--- src/logic/rv32_settings.svh ---
// RV32 multicycle core build settings
// widths, memory depth and reset vector shared by all blocks
`ifndef RV32_SETTINGS_SVH
`define RV32_SETTINGS_SVH

`define XLEN 32 // data and address width

`define MEM_WORDS 256 // unified memory depth in words

`define RESET_PC 32'h0000_0000 // first fetch address

`define REG_COUNT 32

`endif

--- src/logic/rv32Pkg.sv ---
// RV32 multicycle core shared types
// opcodes, datapath selects, ALU operations, control word and trace events
`include "rv32_settings.svh"

package rv32Pkg;

  // major opcodes handled by the core
  typedef enum logic [6:0] {
    RType       = 7'b0110011,
    IType_logic = 7'b0010011,
    IType_load  = 7'b0000011,
    SType       = 7'b0100011,
    BType       = 7'b1100011,
    JType       = 7'b1101111,
    IType_jalr  = 7'b1100111,
    UType_lui   = 7'b0110111,
    UType_auipc = 7'b0010111
  } opcode_t;

  typedef enum logic {AdrPc, AdrResult} adrSrc_t;

  typedef enum logic [1:0] {SrcARd1, SrcAOldPc, SrcAZero} aluSrcA_t;

  typedef enum logic [1:0] {SrcBRd2, SrcBImm, SrcBFour} aluSrcB_t;

  typedef enum logic [1:0] {ResultAluOut, ResultData, ResultAlu} resultSrc_t;

  // jump uses the registered target, masked uses the live sum for jalr
  typedef enum logic [1:0] {PcIncrement, PcJump, PcAluMasked} pcSrc_t;

  typedef enum logic [1:0] {GroupAdd, GroupSub, GroupRType, GroupIType} aluGroup_t;

  typedef enum logic [3:0] {
    AluAdd, AluSub, AluAnd, AluOr, AluXor, AluSll, AluSrl, AluSra, AluSlt, AluSltu
  } aluOp_t;

  typedef logic [$clog2(`MEM_WORDS)-1:0] wordAddr_t;

  typedef struct packed {
    adrSrc_t    adrSrc;
    aluSrcA_t   aluSrcA;
    aluSrcB_t   aluSrcB;
    resultSrc_t resultSrc;
    pcSrc_t     pcSrc;
    logic       irWrite;
    logic       regWrite;
    logic       pcUpdate;
    logic       memWrite;
    logic       branch; // PC loads the target when zero is set
  } controlWord_t;

  typedef struct packed {
    logic [$clog2(`REG_COUNT)-1:0] rd;
    logic [`XLEN-1:0]              data;
  } wbEvent_t;

  typedef struct packed {
    wordAddr_t        wordAddr;
    logic [`XLEN-1:0] data;
  } storeEvent_t;

endpackage

--- src/logic/aluDecoder.sv ---
// ALU decoder
// turns the state machine's group and the function fields into an ALU operation
`timescale 1ns/10ps

module aluDecoder (
  input  rv32Pkg::aluGroup_t aluGroup,
  input  logic [2:0]         funct3,
  input  logic               funct7b5,
  input  logic               opcodeBit5,
  output rv32Pkg::aluOp_t    aluOp
);
  import rv32Pkg::*;

  logic subSel;

  // only register add has a subtract form
  assign subSel = (aluGroup == GroupRType) && opcodeBit5 && funct7b5;

  always_comb begin
    case (aluGroup)
      GroupAdd: aluOp = AluAdd;
      GroupSub: aluOp = AluSub;
      default: begin
        case (funct3)
          3'b000:  aluOp = subSel ? AluSub : AluAdd;
          3'b001:  aluOp = AluSll;
          3'b010:  aluOp = AluSlt;
          3'b011:  aluOp = AluSltu;
          3'b100:  aluOp = AluXor;
          3'b101:  aluOp = funct7b5 ? AluSra : AluSrl; // same bit for srai
          3'b110:  aluOp = AluOr;
          default: aluOp = AluAnd;
        endcase
      end
    endcase
  end

endmodule

--- config.mk ---
export PLATFORM = sky130hd
export DESIGN_NAME = aluDecoder
export DESIGN_NICKNAME = d
export VERILOG_FILES = /design/src/logic/rv32Pkg.sv /design/src/logic/aluDecoder.sv
export VERILOG_INCLUDE_DIRS = /design/src /design/src/logic
export SDC_FILE = /design/constraint.sdc
export NUM_CORES = 1
export LEC_CHECK = 0
export BUFFER_PORTS_ARGS = -buffer_cell sky130_fd_sc_hd__clkbuf_2
export CORE_AREA = 4 4 41 43
export DETAILED_ROUTE_END_ITERATION = 8
export DIE_AREA = 0 0 45 47
export REMOVE_ABC_BUFFERS = 1
export SYNTH_ARGS = -nofsm -noshare
export SYNTH_HDL_FRONTEND = slang
export SYNTH_SLANG_ARGS = --single-unit
--- constraint.sdc ---
create_clock -name vclk -period 0.8
set_input_delay 0.04 -clock vclk [all_inputs]
set_output_delay 0.04 -clock vclk [all_outputs]
set_load 0.01 [all_outputs]
==> results.md <==
- Placed Instances: 39
- Register area: 0 µm²
- Final Cycle Share: 93.3%
- Starting Density: 5.87%
- Crit path cell chain: buf_8 -> nand3b_1 -> a31o_1 -> o31ai_1 -> buf_2
- Vias per cell: 3.65
- Filler cell count: 148
- First-pass GRT wire length: 476 µm
- # diodes: 0
- CP Launch Type: input port
- Maxcap violations: 0
- Post-DP HPWL: 236 µm
- Max stage delay on crit path: 220 ps
- Hold Crit Start: funct3[2]
- GR Util All Layers: 2.75%
- DRT Wirelength: 293 µm
- Initial antenna violation count: 0
- Avg WL per Cell: 7.33 µm
- # port buffers: 11
- # rows: 13
- Cells after Synth: 11
- Remaining Overflow, GRT: 0
- Critical Path End Type: primary output
- Actual slew at the worst max-slew pin: 166 ps
- DIE AREA: 2120 µm²
- Fmax: 1.34 GHz
- Crit-path max FO: 3
- Syn avg cell area: 6.94 µm²
- WP data arrival: 710 ps
- Remaining DRCs: 0
- Status: finished clean
- Setup CP Type: in -> out
- Post-DRT Antenna Nets: 0
- I/O pin count: 11
- Num sequential: 0
- Largest net degree at the start of global routing: 6
- Leakage: 0.0971 nW
- Post-synth cell types: 8
- Setup violators final: 0
- Clock buf count: 0
- VDD IR max: 0.0000532 V
- Core Footprint: 1300 µm²
- DRT iter0 DRCs: 4
- Die height: 47 µm
- WP data required: 760 ps
- Die W: 45 µm
- GP Congestion: 0.648
- Layout Utilization: 14.0%
- Drt first pass iters: 3
- Max_slew headroom: 88.8%
- Worst path slowest cell: a31o_1
- Post-synthesis sequential area ratio: 0%
- Netlist Area Pre-Place: 76.3 µm²
- Worst Hold Class: in -> out
- Number of global-route vias before repair: 120
- Layout cell share with drive strength beyond 1: 60.0%
- Final hold viol count: 0
- Tmin final: 746 ps
- Non-Filler Instances: 40
- Slew Viols, Final: 0
- Via Count: 146
- Yosys Warn Count: 0
- Power per cell area: 469 nW/µm²
- # nets final: 34
- Setup crit start: funct3[0]
- Layout area overhead: 139%
[final timing paths]
kind                       end  slack (ps)  depth (start not counted)
worst max-delay path  aluOp[0]          50                          5
worst min-delay path  aluOp[0]         410                          3
[cell usage in the layout, fill, tap and decap left out, drive strengths merged]
cell type,n
nor3b,1
o211a,1
a31o,1
nand3b,2
buf,5
a31oi,1
nor2,3
clkbuf,9
o31ai,1
and3b,1
[cells in the mapped netlist]
cell | number | area share (%)
a31oi_1 | 1 | 8.2
nor2_1 | 3 | 15
nor3b_1 | 1 | 9.8
nand3b_1 | 2 | 20
and3b_2 | 1 | 13
a31o_1 | 1 | 11
o211a_1 | 1 | 13
o31ai_1 | 1 | 9.8
[per-layer routing]
| layer | global-route usage [%] | part of all wire [%] |
|---|---|---|
| met4 | 0 | 0 |
| met1 | 3.37 | 38 |
| met2 | 5.65 | 44 |
| met5 | 0 | 0 |
| met3 | 0 | 18 |
[worst max-delay path, delay by kind of cell]
family | cells | cell delay (ps)
and+or+nand+nor | 1 | 140
buffers and inverters | 2 | 260
AOI/OAI and AO/OA | 2 | 270
[final cells by class]
cell class | instances | area (µm²) | area share (%)
tap | 15 | 18.8 | 10.3
timing repair buffer | 14 | 87.6 | 47.9
multi-input combinational | 11 | 76.3 | 41.8
[power by group]
part	leakage, nW	switching, W	internal (W)
clock network	0	0	0
registers	0	0	0
logic	0.0971	0.0000362	0.0000495
[through the flow]
step | hold WS, ps | power, W | worst slack [ps] | TNS (ps) | cell area (µm²)
after CTS | 403 | 0.0000776 | 22.4 | 0 | 165
after global placement | 412 | 0.0000776 | 16.4 | 0 | 165
final | 409 | 0.0000857 | 53.9 | 0 | 183
after floorplan | 130 | 0.0000299 | 222 | 0 | 76.3
after global routing | 430 | 0.0000951 | -1.84 | -1.84 | 183
after detailed placement | 402 | 0.0000771 | 25.3 | 0 | 165
[timing repair]
| action | CTS | global route |
|---|---|---|
| setup buffers | 0 | 1 |
| setup endpoints to repair | 0 | 1 |
| hold buffers | 0 | 0 |
| resized for setup | 0 | 5 |
[cell families after synthesis]
| group | count (synthesis) | share of synthesized area, % |
|---|---|---|
| and+or+nand+nor | 7 | 57.4 |
| AOI/OAI and AO/OA | 4 | 42.6 |
(Power assumes the default switching activity.)
