$ cat config.mk
export PLATFORM = sky130hd
export DESIGN_NAME = controlFsm
export DESIGN_NICKNAME = d
export VERILOG_FILES = /design/src/logic/rv32Pkg.sv /design/src/logic/controlFsm.sv
export VERILOG_INCLUDE_DIRS = /design/src /design/src/logic
export SDC_FILE = /design/constraint.sdc
export NUM_CORES = 1
export LEC_CHECK = 0
export ABC_CLOCK_PERIOD_IN_PS = 3840
export BUFFER_PORTS_ARGS = -buffer_cell sky130_fd_sc_hd__buf_2
export CORE_MARGIN = 10
export CORE_UTILIZATION = 30
export DETAILED_ROUTE_END_ITERATION = 6
export PLACE_DENSITY = 0.64
export SYNTH_ARGS = -nofsm -noshare
export SYNTH_HDL_FRONTEND = slang
export SYNTH_SLANG_ARGS = --single-unit
$ cat constraint.sdc
create_clock -name clk -period 3.84 [get_ports clk]
set_input_delay 0.192 -clock clk [delete_from_list [all_inputs] [get_ports clk]]
set_output_delay 0.192 -clock clk [all_outputs]
set_load 0.02 [all_outputs]
$ cat src/logic/rv32_settings.svh
// RV32 multicycle core build settings
// widths, memory depth and reset vector shared by all blocks
`ifndef RV32_SETTINGS_SVH
`define RV32_SETTINGS_SVH

`define XLEN 32 // data and address width

`define MEM_WORDS 256 // unified memory depth in words

`define RESET_PC 32'h0000_0000 // first fetch address

`define REG_COUNT 32

`endif

$ cat src/logic/rv32Pkg.sv
// RV32 multicycle core shared types
// opcodes, datapath selects, ALU operations, control word and trace events
`include "rv32_settings.svh"

package rv32Pkg;

  // major opcodes handled by the core
  typedef enum logic [6:0] {
    RType       = 7'b0110011,
    IType_logic = 7'b0010011,
    IType_load  = 7'b0000011,
    SType       = 7'b0100011,
    BType       = 7'b1100011,
    JType       = 7'b1101111,
    IType_jalr  = 7'b1100111,
    UType_lui   = 7'b0110111,
    UType_auipc = 7'b0010111
  } opcode_t;

  typedef enum logic {AdrPc, AdrResult} adrSrc_t;

  typedef enum logic [1:0] {SrcARd1, SrcAOldPc, SrcAZero} aluSrcA_t;

  typedef enum logic [1:0] {SrcBRd2, SrcBImm, SrcBFour} aluSrcB_t;

  typedef enum logic [1:0] {ResultAluOut, ResultData, ResultAlu} resultSrc_t;

  // jump uses the registered target, masked uses the live sum for jalr
  typedef enum logic [1:0] {PcIncrement, PcJump, PcAluMasked} pcSrc_t;

  typedef enum logic [1:0] {GroupAdd, GroupSub, GroupRType, GroupIType} aluGroup_t;

  typedef enum logic [3:0] {
    AluAdd, AluSub, AluAnd, AluOr, AluXor, AluSll, AluSrl, AluSra, AluSlt, AluSltu
  } aluOp_t;

  typedef logic [$clog2(`MEM_WORDS)-1:0] wordAddr_t;

  typedef struct packed {
    adrSrc_t    adrSrc;
    aluSrcA_t   aluSrcA;
    aluSrcB_t   aluSrcB;
    resultSrc_t resultSrc;
    pcSrc_t     pcSrc;
    logic       irWrite;
    logic       regWrite;
    logic       pcUpdate;
    logic       memWrite;
    logic       branch; // PC loads the target when zero is set
  } controlWord_t;

  typedef struct packed {
    logic [$clog2(`REG_COUNT)-1:0] rd;
    logic [`XLEN-1:0]              data;
  } wbEvent_t;

  typedef struct packed {
    wordAddr_t        wordAddr;
    logic [`XLEN-1:0] data;
  } storeEvent_t;

endpackage

$ cat src/logic/controlFsm.sv
// RV32 control state machine
// steps each instruction through fetch, decode and its execute states
`timescale 1ns/10ps

module controlFsm (
  input  logic               clk,
  input  logic               reset,
  input  rv32Pkg::opcode_t   opcode,
  input  logic               zero,
  output rv32Pkg::controlWord_t ctrl,
  output rv32Pkg::aluGroup_t aluGroup
);
  import rv32Pkg::*;

  typedef enum logic [3:0] {
    fetch, decode, executeR, executeI, unconditionalJump, memAddress, memRead, memWrite,
    memWriteBack, aluWriteBack, branchIfEqual, lui, auipc, jalrCalc, jalrLink
  } state_t;

  state_t state, nextState;

  always_ff @(posedge clk) begin
    if (reset) begin
      state <= fetch;
    end else begin
      state <= nextState;
    end
  end

  always_comb begin
    case (state)
      fetch: nextState = decode;
      decode: begin
        case (opcode)
          RType:       nextState = executeR;
          IType_logic: nextState = executeI;
          IType_load:  nextState = memAddress;
          SType:       nextState = memAddress;
          BType:       nextState = branchIfEqual;
          JType:       nextState = unconditionalJump;
          IType_jalr:  nextState = jalrCalc;
          UType_lui:   nextState = lui;
          UType_auipc: nextState = auipc;
          default:     nextState = decode; // unknown opcode stalls here
        endcase
      end
      memAddress: nextState = (opcode == IType_load) ? memRead : memWrite;
      memRead: nextState = memWriteBack;
      jalrCalc: nextState = jalrLink;
      executeR, executeI, unconditionalJump, lui, auipc, jalrLink: nextState = aluWriteBack;
      default: nextState = fetch; // write-back, store and branch all end here
    endcase
  end

  always_comb begin
    ctrl = '0;
    ctrl.adrSrc = AdrPc;
    ctrl.aluSrcA = SrcARd1;
    ctrl.aluSrcB = SrcBRd2;
    ctrl.resultSrc = ResultAluOut;
    ctrl.pcSrc = PcIncrement;
    aluGroup = GroupAdd;
    case (state)
      decode: begin // branch and jal target into the ALU output register
        ctrl.aluSrcA = SrcAOldPc;
        ctrl.aluSrcB = SrcBImm;
      end
      executeR: begin
        aluGroup = GroupRType;
      end
      executeI: begin
        ctrl.aluSrcB = SrcBImm;
        aluGroup = GroupIType;
      end
      unconditionalJump: begin
        ctrl.aluSrcA = SrcAOldPc; // link value old PC + 4
        ctrl.aluSrcB = SrcBFour;
        ctrl.pcSrc = PcJump;
        ctrl.pcUpdate = 1'b1;
      end
      memAddress: begin
        ctrl.aluSrcB = SrcBImm;
      end
      memRead: begin
        ctrl.adrSrc = AdrResult;
      end
      memWrite: begin
        ctrl.adrSrc = AdrResult;
        ctrl.memWrite = 1'b1;
      end
      memWriteBack: begin
        ctrl.resultSrc = ResultData;
        ctrl.regWrite = 1'b1;
      end
      aluWriteBack: begin
        ctrl.regWrite = 1'b1;
      end
      branchIfEqual: begin
        aluGroup = GroupSub;
        ctrl.branch = 1'b1;
        ctrl.pcSrc = zero ? PcJump : PcIncrement;
      end
      lui: begin
        ctrl.aluSrcA = SrcAZero;
        ctrl.aluSrcB = SrcBImm;
      end
      auipc: begin
        ctrl.aluSrcA = SrcAOldPc;
        ctrl.aluSrcB = SrcBImm;
      end
      jalrCalc: begin // rs1 + imm straight into the PC
        ctrl.aluSrcB = SrcBImm;
        ctrl.pcSrc = PcAluMasked;
        ctrl.pcUpdate = 1'b1;
      end
      jalrLink: begin
        ctrl.aluSrcA = SrcAOldPc;
        ctrl.aluSrcB = SrcBFour;
      end
      default: begin // fetch and any unknown state
        ctrl.irWrite = 1'b1;
        ctrl.pcUpdate = 1'b1;
      end
    endcase
  end

endmodule

==> impl_metrics.json <==
{
  "status": "finished, final reports clean",
  "vias": 633,
  "largestRegisters": "state: 4 flops",
  "pre_cts_ws_ps": 2191,
  "share_clk_of_total_power_pct": 29.0,
  "grt_pass1_vias": 613,
  "yosysUniqueCellTypes": 36,
  "grt_pass1_wl_mm": 2.615,
  "cts_setup_buffers": 0,
  "synth_area_leaders": "dfxtp_1 (15%), nor2_1 (7.3%), a21oi_1 (5.8%)",
  "yosysTopAreaCell": "dfxtp_1",
  "finalNetCount": 112,
  "synth-seq-area-share_pct": 15.50,
  "largest_register_ffs": 4,
  "grt_max_degree": 21,
  "clk_latency_ps": 230,
  "critPathCaptureType": "primary output",
  "cts_resized": 0,
  "syn-mean-instance-area_um2": 6.459,
  "synth_edf_count": 0,
  "postCtsHoldBufs": 0,
  "max_slew_margin_pct": 61.37,
  "path_clk_slew_ps": 40,
  "largest-register": "state",
  "coreArea_um2": 1559,
  "yosys.area_share.simple_pct": 44.79,
  "pin_count": 26,
  "viasPerCell": 5.457,
  "place.gp.congestion": 0.8050,
  "dr.pass1.iters": 4,
  "grtUsageMet2_pct": 13.62,
  "fin_ws_ps": 2119,
  "grt_util_met1_pct": 10.79,
  "ant_nets": 0,
  "timing.fmax_ghz": 0.5811,
  "switchingPower_uw": 67.09,
  "critPathArrivalTime_ps": 1530,
  "fin_skew_ps": 0.6398,
  "drc": 0,
  "synth_mux_area_share_pct": 0,
  "synth_top_family_by_area": "simple AND/OR/NAND/NOR gates",
  "tritoncts": "built",
  "synthXorXnorAreaFrac_pct": 3.390,
  "syn_nets": 90,
  "gr-total-overflow": 0,
  "n_antenna_cell": 0,
  "area_growth_pct": 24.70,
  "wl_per_cell_um": 13.38,
  "synthCells": 80,
  "syn_area_um2": 516.7,
  "crit_type": "register to primary output",
  "cts.path.max_buffers": 2,
  "start_util_pct": 33.15,
  "cts_max_level": 1,
  "synth_top_area_share_pct": 15.50,
  "drtIter0Drc": 20,
  "maxCapViolCount": 0,
  "pwr-share-seq_pct": 31.2,
  "swShare_pct": 37.96,
  "grtUsageMet3_pct": 2.675,
  "p_per_area_nw_per_um2": 274.3,
  "critPathRequiredTime_ps": 3650,
  "combPwrFrac_pct": 39.8,
  "synth_compound_area_share_pct": 28.09,
  "track_usage_pct": 8.540,
  "worst-slew-pin-transition_ps": 578.6,
  "dieArea_um2": 3782,
  "totalNegativeSetupSlack_ps": 0,
  "antenna_found_initial": 0,
  "num_rows": 14,
  "die_w_um": 61.50,
  "ir_drop_v": 0.0001077,
  "intPower_uw": 109.7,
  "dp_hpwl_mm": 1.249,
  "leakage_uw": 0.0002993,
  "drv_slew": 0,
  "busiest_layer": "met2",
  "finalCriticalPeriod_ps": 1721,
  "yosysWarnings": 0,
  "start_kind": "register",
  "worst-path-max-fanout": 14,
  "rsz0062_at_grt": "no",
  "cts-buffers-inserted": 3,
  "drt-total-wl_mm": 1.552,
  "holdCritPathClass": "input pin to register",
  "ys.flop_type": "dfxtp_1",
  "synthAdderAreaFrac_pct": 0,
  "setup_viol": 0,
  "drive_above_1_share_pct": 28.00,
  "synth_seq_cells": 4,
  "port_buffers": 24,
  "hold_violations": 0,
  "fin_crit_sh_pct": 44.81,
  "clock-sinks": 4,
  "root_buffer": "clkbuf_4",
  "die_height_um": 61.50,
  "async_flop_share_pct": 0
}
==> metal layers <==
layer | part of all wire (%) | vias up
met3 | 9.0 | 0
met5 | 0 | -
li1 | - | 329
met1 | 46 | 280
met2 | 45 | 24
met4 | 0 | 0
==> cell families (layout without fill, tap and decap cells) <==
group,after synthesis,count (layout)
AO/OA/AOI/OAI,22,22
XOR/XNOR,2,2
buffers and inverters,8,28
flip-flops,4,4
other,1,1
AND/OR/NAND/NOR,43,43
==> path summary, 6_finish.rpt <==
check | startpoint | to | slack, ps | cells past startpoint
worst max-delay path | state[3]$_SDFF_PP0_ | ctrl[0] | 2120 | 4
worst min-delay path | reset | state[3]$_SDFF_PP0_ | 290 | 3
worst max register to register | state[0]$_SDFF_PP0_ | state[1]$_SDFF_PP0_ | 2200 | 3
worst min register to register | state[2]$_SDFF_PP0_ | state[1]$_SDFF_PP0_ | 580 | 2
==> critical path: stages (launching register included) <==
cell      delay [ps]
dfxtp_1          570
nand2b_1         200
nor2_1           210
and2_1           150
buf_2            160
==> metrics by stage <==
step	hold WS, ps	power, uW	util (%)	cell area (um^2)	instances
2_1_floorplan	369.5	106.1	-	516.7	80
3_3_place_gp	526.6	124.7	39.89	621.8	113
3_5_place_dp	525.0	126.3	39.89	621.8	113
4_1_cts	280.6	180.6	41.33	644.4	116
5_1_grt	291.3	191.9	41.33	644.4	116
6_report	286.5	176.8	41.33	644.4	116
==> cell type report <==
| type | instances | area (um^2) |
|---|---|---|
| clock buffer | 3 | 22.52 |
| fill | 179 | 914.6 |
| inverter | 1 | 3.754 |
| multi-input combinational | 68 | 397.9 |
| sequential | 4 | 80.08 |
| tap | 16 | 20.02 |
| timing repair buffer | 24 | 120.1 |
==> cell usage in the layout, fill, tap and decap left out <==
master,count
o21ai_0,2
o21a_1,2
nor3b_1,2
nand2b_1,4
nand3_1,1
o31ai_1,1
nor3_1,6
or4_1,2
conb_1,1
o21ai_1,1
or3_1,1
a22oi_1,2
a21o_1,2
clkbuf_4,3
xor2_1,1
nand3b_1,1
a31o_2,1
o22ai_1,2
inv_1,1
nand2_1,7
or3b_1,1
dfxtp_1,4
o2bb2ai_1,1
a21oi_1,6
nor2b_1,1
o41ai_1,1
buf_2,24
and2_1,2
nand4_1,1
and3b_1,2
nor2_1,10
a2bb2oi_1,1
nor4_1,2
xnor2_1,1
==> synth_stat cells, types with 2 or more instances <==
master    instances
dfxtp_1           4
buf_4             2
nand2b_1          4
a21o_1            2
o21ai_0           2
nor2_1           10
clkbuf_1          3
o21a_1            2
nor3_1            6
o22ai_1           2
nand2_1           7
and3b_1           2
and2_1            2
a22oi_1           2
nor3b_1           2
or4_1             2
a21oi_1           6
nor4_1            2
==> power groups by stage <==
stage	combinational [uW]	clock, uW	sequential [uW]
final	70.4	51.3	55.1
after global routing	77.3	57.8	56.8
after CTS	70.6	54.7	55.3
after detailed placement	70.3	0	56.0
after global placement	69.1	0	55.6
after floorplan	60.4	0	45.7
Note: power is estimated with default switching activity, not from simulation.
