**config.mk**
```make
export PLATFORM = sky130hd
export DESIGN_NAME = datapath
export DESIGN_NICKNAME = d
export VERILOG_FILES = /design/src/logic/rv32Pkg.sv /design/src/logic/immExtend.sv /design/src/logic/alu.sv /design/src/logic/datapath.sv
export VERILOG_INCLUDE_DIRS = /design/src /design/src/logic
export SDC_FILE = /design/constraint.sdc
export NUM_CORES = 2
export LEC_CHECK = 0
export ABC_CLOCK_PERIOD_IN_PS = 10450
export BUFFER_PORTS_ARGS = -buffer_cell sky130_fd_sc_hd__buf_2
export CAP_MARGIN = 25
export CELL_PAD_IN_SITES_DETAIL_PLACEMENT = 1
export CELL_PAD_IN_SITES_GLOBAL_PLACEMENT = 2
export CORE_ASPECT_RATIO = 0.6
export CORE_MARGIN = 8
export CORE_UTILIZATION = 23
export CTS_CLUSTER_DIAMETER = 150
export DETAILED_ROUTE_END_ITERATION = 16
export PLACE_DENSITY = 0.46
export SETUP_SLACK_MARGIN = 0.15
export SLEW_MARGIN = 20
export SYNTH_ARGS = -nofsm -noshare
export SYNTH_HDL_FRONTEND = slang
export SYNTH_SLANG_ARGS = --single-unit
```
**constraint.sdc**
```tcl
create_clock -name clk -period 10.45 [get_ports clk]
set_input_delay 1.045 -clock clk [delete_from_list [all_inputs] [get_ports clk]]
set_output_delay 1.045 -clock clk [all_outputs]
set_load 0.05 [all_outputs]
```
**src/logic/rv32_settings.svh**
```systemverilog
// RV32 multicycle core build settings
// widths, memory depth and reset vector shared by all blocks
`ifndef RV32_SETTINGS_SVH
`define RV32_SETTINGS_SVH

`define XLEN 32 // data and address width

`define MEM_WORDS 256 // unified memory depth in words

`define RESET_PC 32'h0000_0000 // first fetch address

`define REG_COUNT 32

`endif

```
**src/logic/rv32Pkg.sv**
```systemverilog
// RV32 multicycle core shared types
// opcodes, datapath selects, ALU operations, control word and trace events
`include "rv32_settings.svh"

package rv32Pkg;

  // major opcodes handled by the core
  typedef enum logic [6:0] {
    RType       = 7'b0110011,
    IType_logic = 7'b0010011,
    IType_load  = 7'b0000011,
    SType       = 7'b0100011,
    BType       = 7'b1100011,
    JType       = 7'b1101111,
    IType_jalr  = 7'b1100111,
    UType_lui   = 7'b0110111,
    UType_auipc = 7'b0010111
  } opcode_t;

  typedef enum logic {AdrPc, AdrResult} adrSrc_t;

  typedef enum logic [1:0] {SrcARd1, SrcAOldPc, SrcAZero} aluSrcA_t;

  typedef enum logic [1:0] {SrcBRd2, SrcBImm, SrcBFour} aluSrcB_t;

  typedef enum logic [1:0] {ResultAluOut, ResultData, ResultAlu} resultSrc_t;

  // jump uses the registered target, masked uses the live sum for jalr
  typedef enum logic [1:0] {PcIncrement, PcJump, PcAluMasked} pcSrc_t;

  typedef enum logic [1:0] {GroupAdd, GroupSub, GroupRType, GroupIType} aluGroup_t;

  typedef enum logic [3:0] {
    AluAdd, AluSub, AluAnd, AluOr, AluXor, AluSll, AluSrl, AluSra, AluSlt, AluSltu
  } aluOp_t;

  typedef logic [$clog2(`MEM_WORDS)-1:0] wordAddr_t;

  typedef struct packed {
    adrSrc_t    adrSrc;
    aluSrcA_t   aluSrcA;
    aluSrcB_t   aluSrcB;
    resultSrc_t resultSrc;
    pcSrc_t     pcSrc;
    logic       irWrite;
    logic       regWrite;
    logic       pcUpdate;
    logic       memWrite;
    logic       branch; // PC loads the target when zero is set
  } controlWord_t;

  typedef struct packed {
    logic [$clog2(`REG_COUNT)-1:0] rd;
    logic [`XLEN-1:0]              data;
  } wbEvent_t;

  typedef struct packed {
    wordAddr_t        wordAddr;
    logic [`XLEN-1:0] data;
  } storeEvent_t;

endpackage

```
**src/logic/immExtend.sv**
```systemverilog
// immediate extender
// picks the I, S, B, U or J layout from the opcode and sign-extends it
`timescale 1ns/10ps
`include "rv32_settings.svh"

module immExtend (
  input  logic [`XLEN-1:0] instr,
  output logic [`XLEN-1:0] imm
);
  import rv32Pkg::*;

  always_comb begin
    case (instr[6:0])
      IType_logic, IType_load, IType_jalr: imm = {{20{instr[31]}}, instr[31:20]};
      SType: imm = {{20{instr[31]}}, instr[31:25], instr[11:7]};
      BType: begin
        imm = {{19{instr[31]}}, instr[31], instr[7], instr[30:25], instr[11:8], 1'b0};
      end
      JType: begin
        imm = {{11{instr[31]}}, instr[31], instr[19:12], instr[20], instr[30:21], 1'b0};
      end
      UType_lui, UType_auipc: imm = {instr[31:12], 12'b0};
      default: imm = '0; // R-type carries no immediate
    endcase
  end

endmodule

```
**src/logic/alu.sv**
```systemverilog
// 32-bit ALU
// arithmetic, logic, shifts and compares, with a zero flag for beq
`timescale 1ns/10ps
`include "rv32_settings.svh"

module alu (
  input  logic [`XLEN-1:0] a,
  input  logic [`XLEN-1:0] b,
  input  rv32Pkg::aluOp_t  op,
  output logic [`XLEN-1:0] y,
  output logic             zero
);
  import rv32Pkg::*;

  logic [4:0] shamt;

  assign shamt = b[4:0];

  always_comb begin
    case (op)
      AluSub:  y = a - b;
      AluAnd:  y = a & b;
      AluOr:   y = a | b;
      AluXor:  y = a ^ b;
      AluSll:  y = a << shamt;
      AluSrl:  y = a >> shamt;
      AluSra:  y = $signed(a) >>> shamt;
      AluSlt:  y = {{(`XLEN-1){1'b0}}, $signed(a) < $signed(b)};
      AluSltu: y = {{(`XLEN-1){1'b0}}, a < b};
      default: y = a + b;
    endcase
  end

  assign zero = (y == '0);

endmodule

```
**src/logic/datapath.sv**
```systemverilog
// multicycle datapath
// PC, instruction and result registers, register file, source muxes and trace outputs
`timescale 1ns/10ps
`include "rv32_settings.svh"

module datapath (
  input  logic                  clk,
  input  logic                  reset,
  input  rv32Pkg::controlWord_t ctrl,
  input  rv32Pkg::aluOp_t       aluOp,
  input  logic [`XLEN-1:0]      readData,
  output logic [`XLEN-1:0]      memAddr,
  output logic [`XLEN-1:0]      writeData,
  output logic                  memWe,
  output rv32Pkg::opcode_t      opcode,
  output logic [2:0]            funct3,
  output logic                  funct7b5,
  output logic                  zero,
  output logic                  wbValid,
  output rv32Pkg::wbEvent_t     wb,
  output logic                  storeValid,
  output rv32Pkg::storeEvent_t  store
);
  import rv32Pkg::*;

  localparam int RegBits = $clog2(`REG_COUNT);
  localparam int WordBits = $bits(wordAddr_t);

  logic [`XLEN-1:0] pc, oldPc, instr, aluOut, dataReg;
  logic [`XLEN-1:0] regFile [`REG_COUNT];
  logic [RegBits-1:0] rs1, rs2, rd;
  logic [`XLEN-1:0] rd1, rd2, immExt;
  logic [`XLEN-1:0] srcA, srcB, aluResult, result, pcNext;
  logic pcWrite;

  assign rs1 = instr[19:15];
  assign rs2 = instr[24:20];
  assign rd = instr[11:7];
  assign opcode = opcode_t'(instr[6:0]);
  assign funct3 = instr[14:12];
  assign funct7b5 = instr[30];

  always_ff @(posedge clk) begin
    if (reset) begin
      pc <= `RESET_PC;
    end else if (pcWrite) begin
      pc <= pcNext;
    end
  end

  // fetch captures the instruction and the address it came from
  always_ff @(posedge clk) begin
    if (ctrl.irWrite) begin
      oldPc <= pc;
      instr <= readData;
    end
  end

  always_ff @(posedge clk) begin
    aluOut <= aluResult;
    dataReg <= readData;
  end

  always_ff @(posedge clk) begin
    if (ctrl.regWrite && rd != '0) begin
      regFile[rd] <= result;
    end
  end

  assign rd1 = (rs1 == '0) ? '0 : regFile[rs1]; // x0 is hardwired
  assign rd2 = (rs2 == '0) ? '0 : regFile[rs2];

  immExtend i_immExtend (
    .instr (instr),
    .imm   (immExt)
  );

  always_comb begin
    case (ctrl.aluSrcA)
      SrcARd1:   srcA = rd1;
      SrcAOldPc: srcA = oldPc;
      default:   srcA = '0;
    endcase
    case (ctrl.aluSrcB)
      SrcBRd2: srcB = rd2;
      SrcBImm: srcB = immExt;
      default: srcB = `XLEN'(4);
    endcase
  end

  alu i_alu (
    .a    (srcA),
    .b    (srcB),
    .op   (aluOp),
    .y    (aluResult),
    .zero (zero)
  );

  always_comb begin
    case (ctrl.resultSrc)
      ResultAluOut: result = aluOut;
      ResultData:   result = dataReg;
      default:      result = aluResult;
    endcase
  end

  always_comb begin
    case (ctrl.pcSrc)
      PcJump:      pcNext = aluOut;
      PcAluMasked: pcNext = aluResult & ~`XLEN'(1); // jalr clears bit 0
      default:     pcNext = pc + `XLEN'(4);
    endcase
  end

  // a branch only moves the PC when the compare came out equal
  assign pcWrite = ctrl.pcUpdate | (ctrl.branch & zero);

  assign memAddr = (ctrl.adrSrc == AdrPc) ? pc : result;
  assign writeData = rd2;
  assign memWe = ctrl.memWrite;

  assign wbValid = ctrl.regWrite;
  assign wb = '{rd: rd, data: result};
  assign storeValid = ctrl.memWrite;
  assign store = '{wordAddr: memAddr[WordBits+1:2], data: rd2};

endmodule

```
==> metrics <==
clk_skew 0.0717 ns; Worst Path Max Fanout 35; Final #Nets 5290; worst path bufs/invs 8; Root Driver clkbuf_16; Bufs on Longest Clock Path 3; mean post-synth cell area 13.7 µm²; Max Fclk 0.0976 GHz; Reg power frac 0.394; critical path type reg -> out; Post-synth EDFFs 1088; Top Layer Used met5; Core Area 285000 µm²; Post-DP HPWL 272000 µm; Power Total 0.0146 W; hold crit path type in -> reg; slowest CP cell nor4_4; CP Data Required Time 9.41 ns; synthesis-to-finish area growth 18.4%; max_cap viols 0; top cells by area, synth edfxtp_1 (50%), mux4_2 (16%), mux2i_1 (5.2%); run status complete, no violations; RSZ-0062 raised after global routing no; Synth cell types 100; Synth Warn # 0; total die area 303000 µm²; Die Wd 705 µm; Worst Setup Start Kind flip-flop; GRT Residual Overflow 0; Sw Share 0.375; crit path DAT 9.20 ns; Worst-Skew Late Latency 0.78 ns; IO Port Bufs 204; WL met1 187000 µm; Final Critical Period 10.25 ns; final setup violation count 0; Main synth FF type edfxtp_1; Mapped Cells 4798; Total Routed Length 379000 µm; Worst-Margin Slew 1.26 ns; first-pass GRT wire length 496000 µm; DRC 0; Total GRT Usage 0.240; TritonCTS clock tree built; I/O pin count 208; Synth top area share 0.498; power per cell area 188 nW/µm²; routed length on met2 144000 µm; Detail Route Antenna Nets 0; Rel. slew slack 0.159; First-pass DRT Iterations 5; H-Tree Depth 3; sw power 0.00549 W; share of layout cells above drive strength 1 0.286; wire length per cell 42.0 µm; initial drt markers 7110; CP peak stage delay 0.72 ns; Final Hold Fails 0; maximum vdd ir drop 0.120 mV; initial antenna violation count 54; Tcrit/Tclk final 0.981; crit-path leading delay family compound AO/OA/AOI/OAI gates; final core utilization 0.273; Sinks on Clock Net 1194; clock power share 0.293; async set-or-reset flop fraction in the synthesized netlist 0; cell row count 152; via/cell ratio 5.66; vias in the first global route 49200; Seq cells post-synth 1194; Pleak 26.2 nW; top cell type by total area after synthesis edfxtp_1; CP endpoint kind primary output; CTS buffer count 117; Mapped Area 65600 µm²; clock slew at reported path FFs 0.06 ns; routed length on met3 39100 µm; final slew viol count 0; FF-to-FF setup slack 1.49 ns; largest net degree at the start of global routing 64; placer's final routability congestion estimate 0.968; Hold Buf Count CTS 0; Int Pwr 0.00915 W; routed vias 51000; fill cell count 30600; TNS Setup 0 ns; sequential cell area fraction in the yosys report 0.531; Comb power frac 0.313; Starting Density 0.230; Die Ht 430 µm
-- cell type report --
class,instances,area [µm²],area share
clock inverters,69,569,0.00733
inverters,119,449,0.00578
flip-flops and latches,1194,34800,0.448
repair buffers,604,4630,0.0596
well taps,3773,4720,0.0608
multi-input cells,3099,29300,0.378
diodes,12,30.0,0.000387
clock buffers,148,3110,0.0400
-- metal layers --
layer,track usage,vias to the layer above
met4,0.0447,14
met1,0.383,28100
met3,0.0688,325
li1,-,20000
met5,0,-
met2,0.314,2577
-- through the flow --
| step | worst slack, ns | hold slack, ns | instances | instance area (µm²) |
|---|---|---|---|---|
| floorplan | 1.19 | 0.419 | 4829 | 65700 |
| global placement | 0.0938 | 0.452 | 8752 | 73200 |
| detailed placement | 0.336 | 0.445 | 8759 | 73400 |
| CTS | 0.151 | 0.324 | 8987 | 77300 |
| global route | 0.165 | 0.349 | 9006 | 77600 |
| finish | 0.202 | 0.385 | 9018 | 77700 |
-- synthesized netlist by cell type (79+ instances only) --
cell / instances
edfxtp_1: 1088
mux4_2: 464
nand2_1: 365
mux2i_1: 343
a21oi_1: 270
nor2_1: 209
clkbuf_1: 195
o21ai_0: 161
inv_1: 112
dfxtp_1: 106
ha_1: 101
nand3_1: 98
a22oi_1: 83
nor3_1: 79
-- worst paths after layout --
check              start    endpoint  depth (start not counted)
min reg2reg        pc[0]    oldPc[0]                          0
max            flip-flop        zero                         27
min          readData[7]  dataReg[7]                          1
max reg2reg    flip-flop       pc[1]                         29
-- sequential cells by signal, indices dropped and copies added, names as in the netlist, named ones only --
signal,count
pc,32
aluOut,32
instr,32
oldPc,32
dataReg,32
regFile,1024
-- cells by family after synthesis --
group | count (synthesis) | share of synthesized area
flip-flops | 1194 | 0.531
AO/OA/AOI/OAI | 1121 | 0.119
AND/OR/NAND/NOR | 957 | 0.0677
multiplexers | 866 | 0.222
buffers and inverters | 536 | 0.0385
adder cells (fa/ha/maj) | 103 | 0.0199
XOR/XNOR | 20 | 0.00267
other | 1 | 0.0000572
-- cell usage in the layout, fill, tap and decap left out, drive strengths merged, types with 17 or more instances in the layout --
master      n
a21oi     272
dfxtp     106
o22ai      26
o21a       21
mux2i     343
clkinv     59
nor2b      22
a21o       29
o21ai     165
nor4       28
nand3      98
mux4      464
or2        19
nor2      209
o21bai     18
xnor2      18
a31oi      45
ha        101
and2       26
mux2       59
o2111ai    22
clkbuf    151
a221oi     52
a21boi     17
edfxtp   1088
o221ai     28
conb       32
o31ai      17
nor3       80
buf       601
o211ai     61
or3        24
a221o      33
inv       119
a211oi     54
a22o       21
nand2     366
nand2b     28
a22oi      83
-- power by group through the flow --
stage / registers, W / clock network, W / logic [W]
floorplan: 0.00580 / 0 / 0.00235
global placement: 0.00588 / 0 / 0.00441
detailed placement: 0.00588 / 0 / 0.00439
CTS: 0.00577 / 0.00439 / 0.00444
global route: 0.00578 / 0.00453 / 0.00468
finish: 0.00577 / 0.00429 / 0.00457
-- repair_timing --
item / 4_1_cts / 5_1_grt
pin swaps: 1 / 7
buffers inserted: 11 / 11
gates resized for setup: 17 / 49
setup endpoints to repair: 3 / 3
Note: power is estimated with default switching activity, not from simulation.
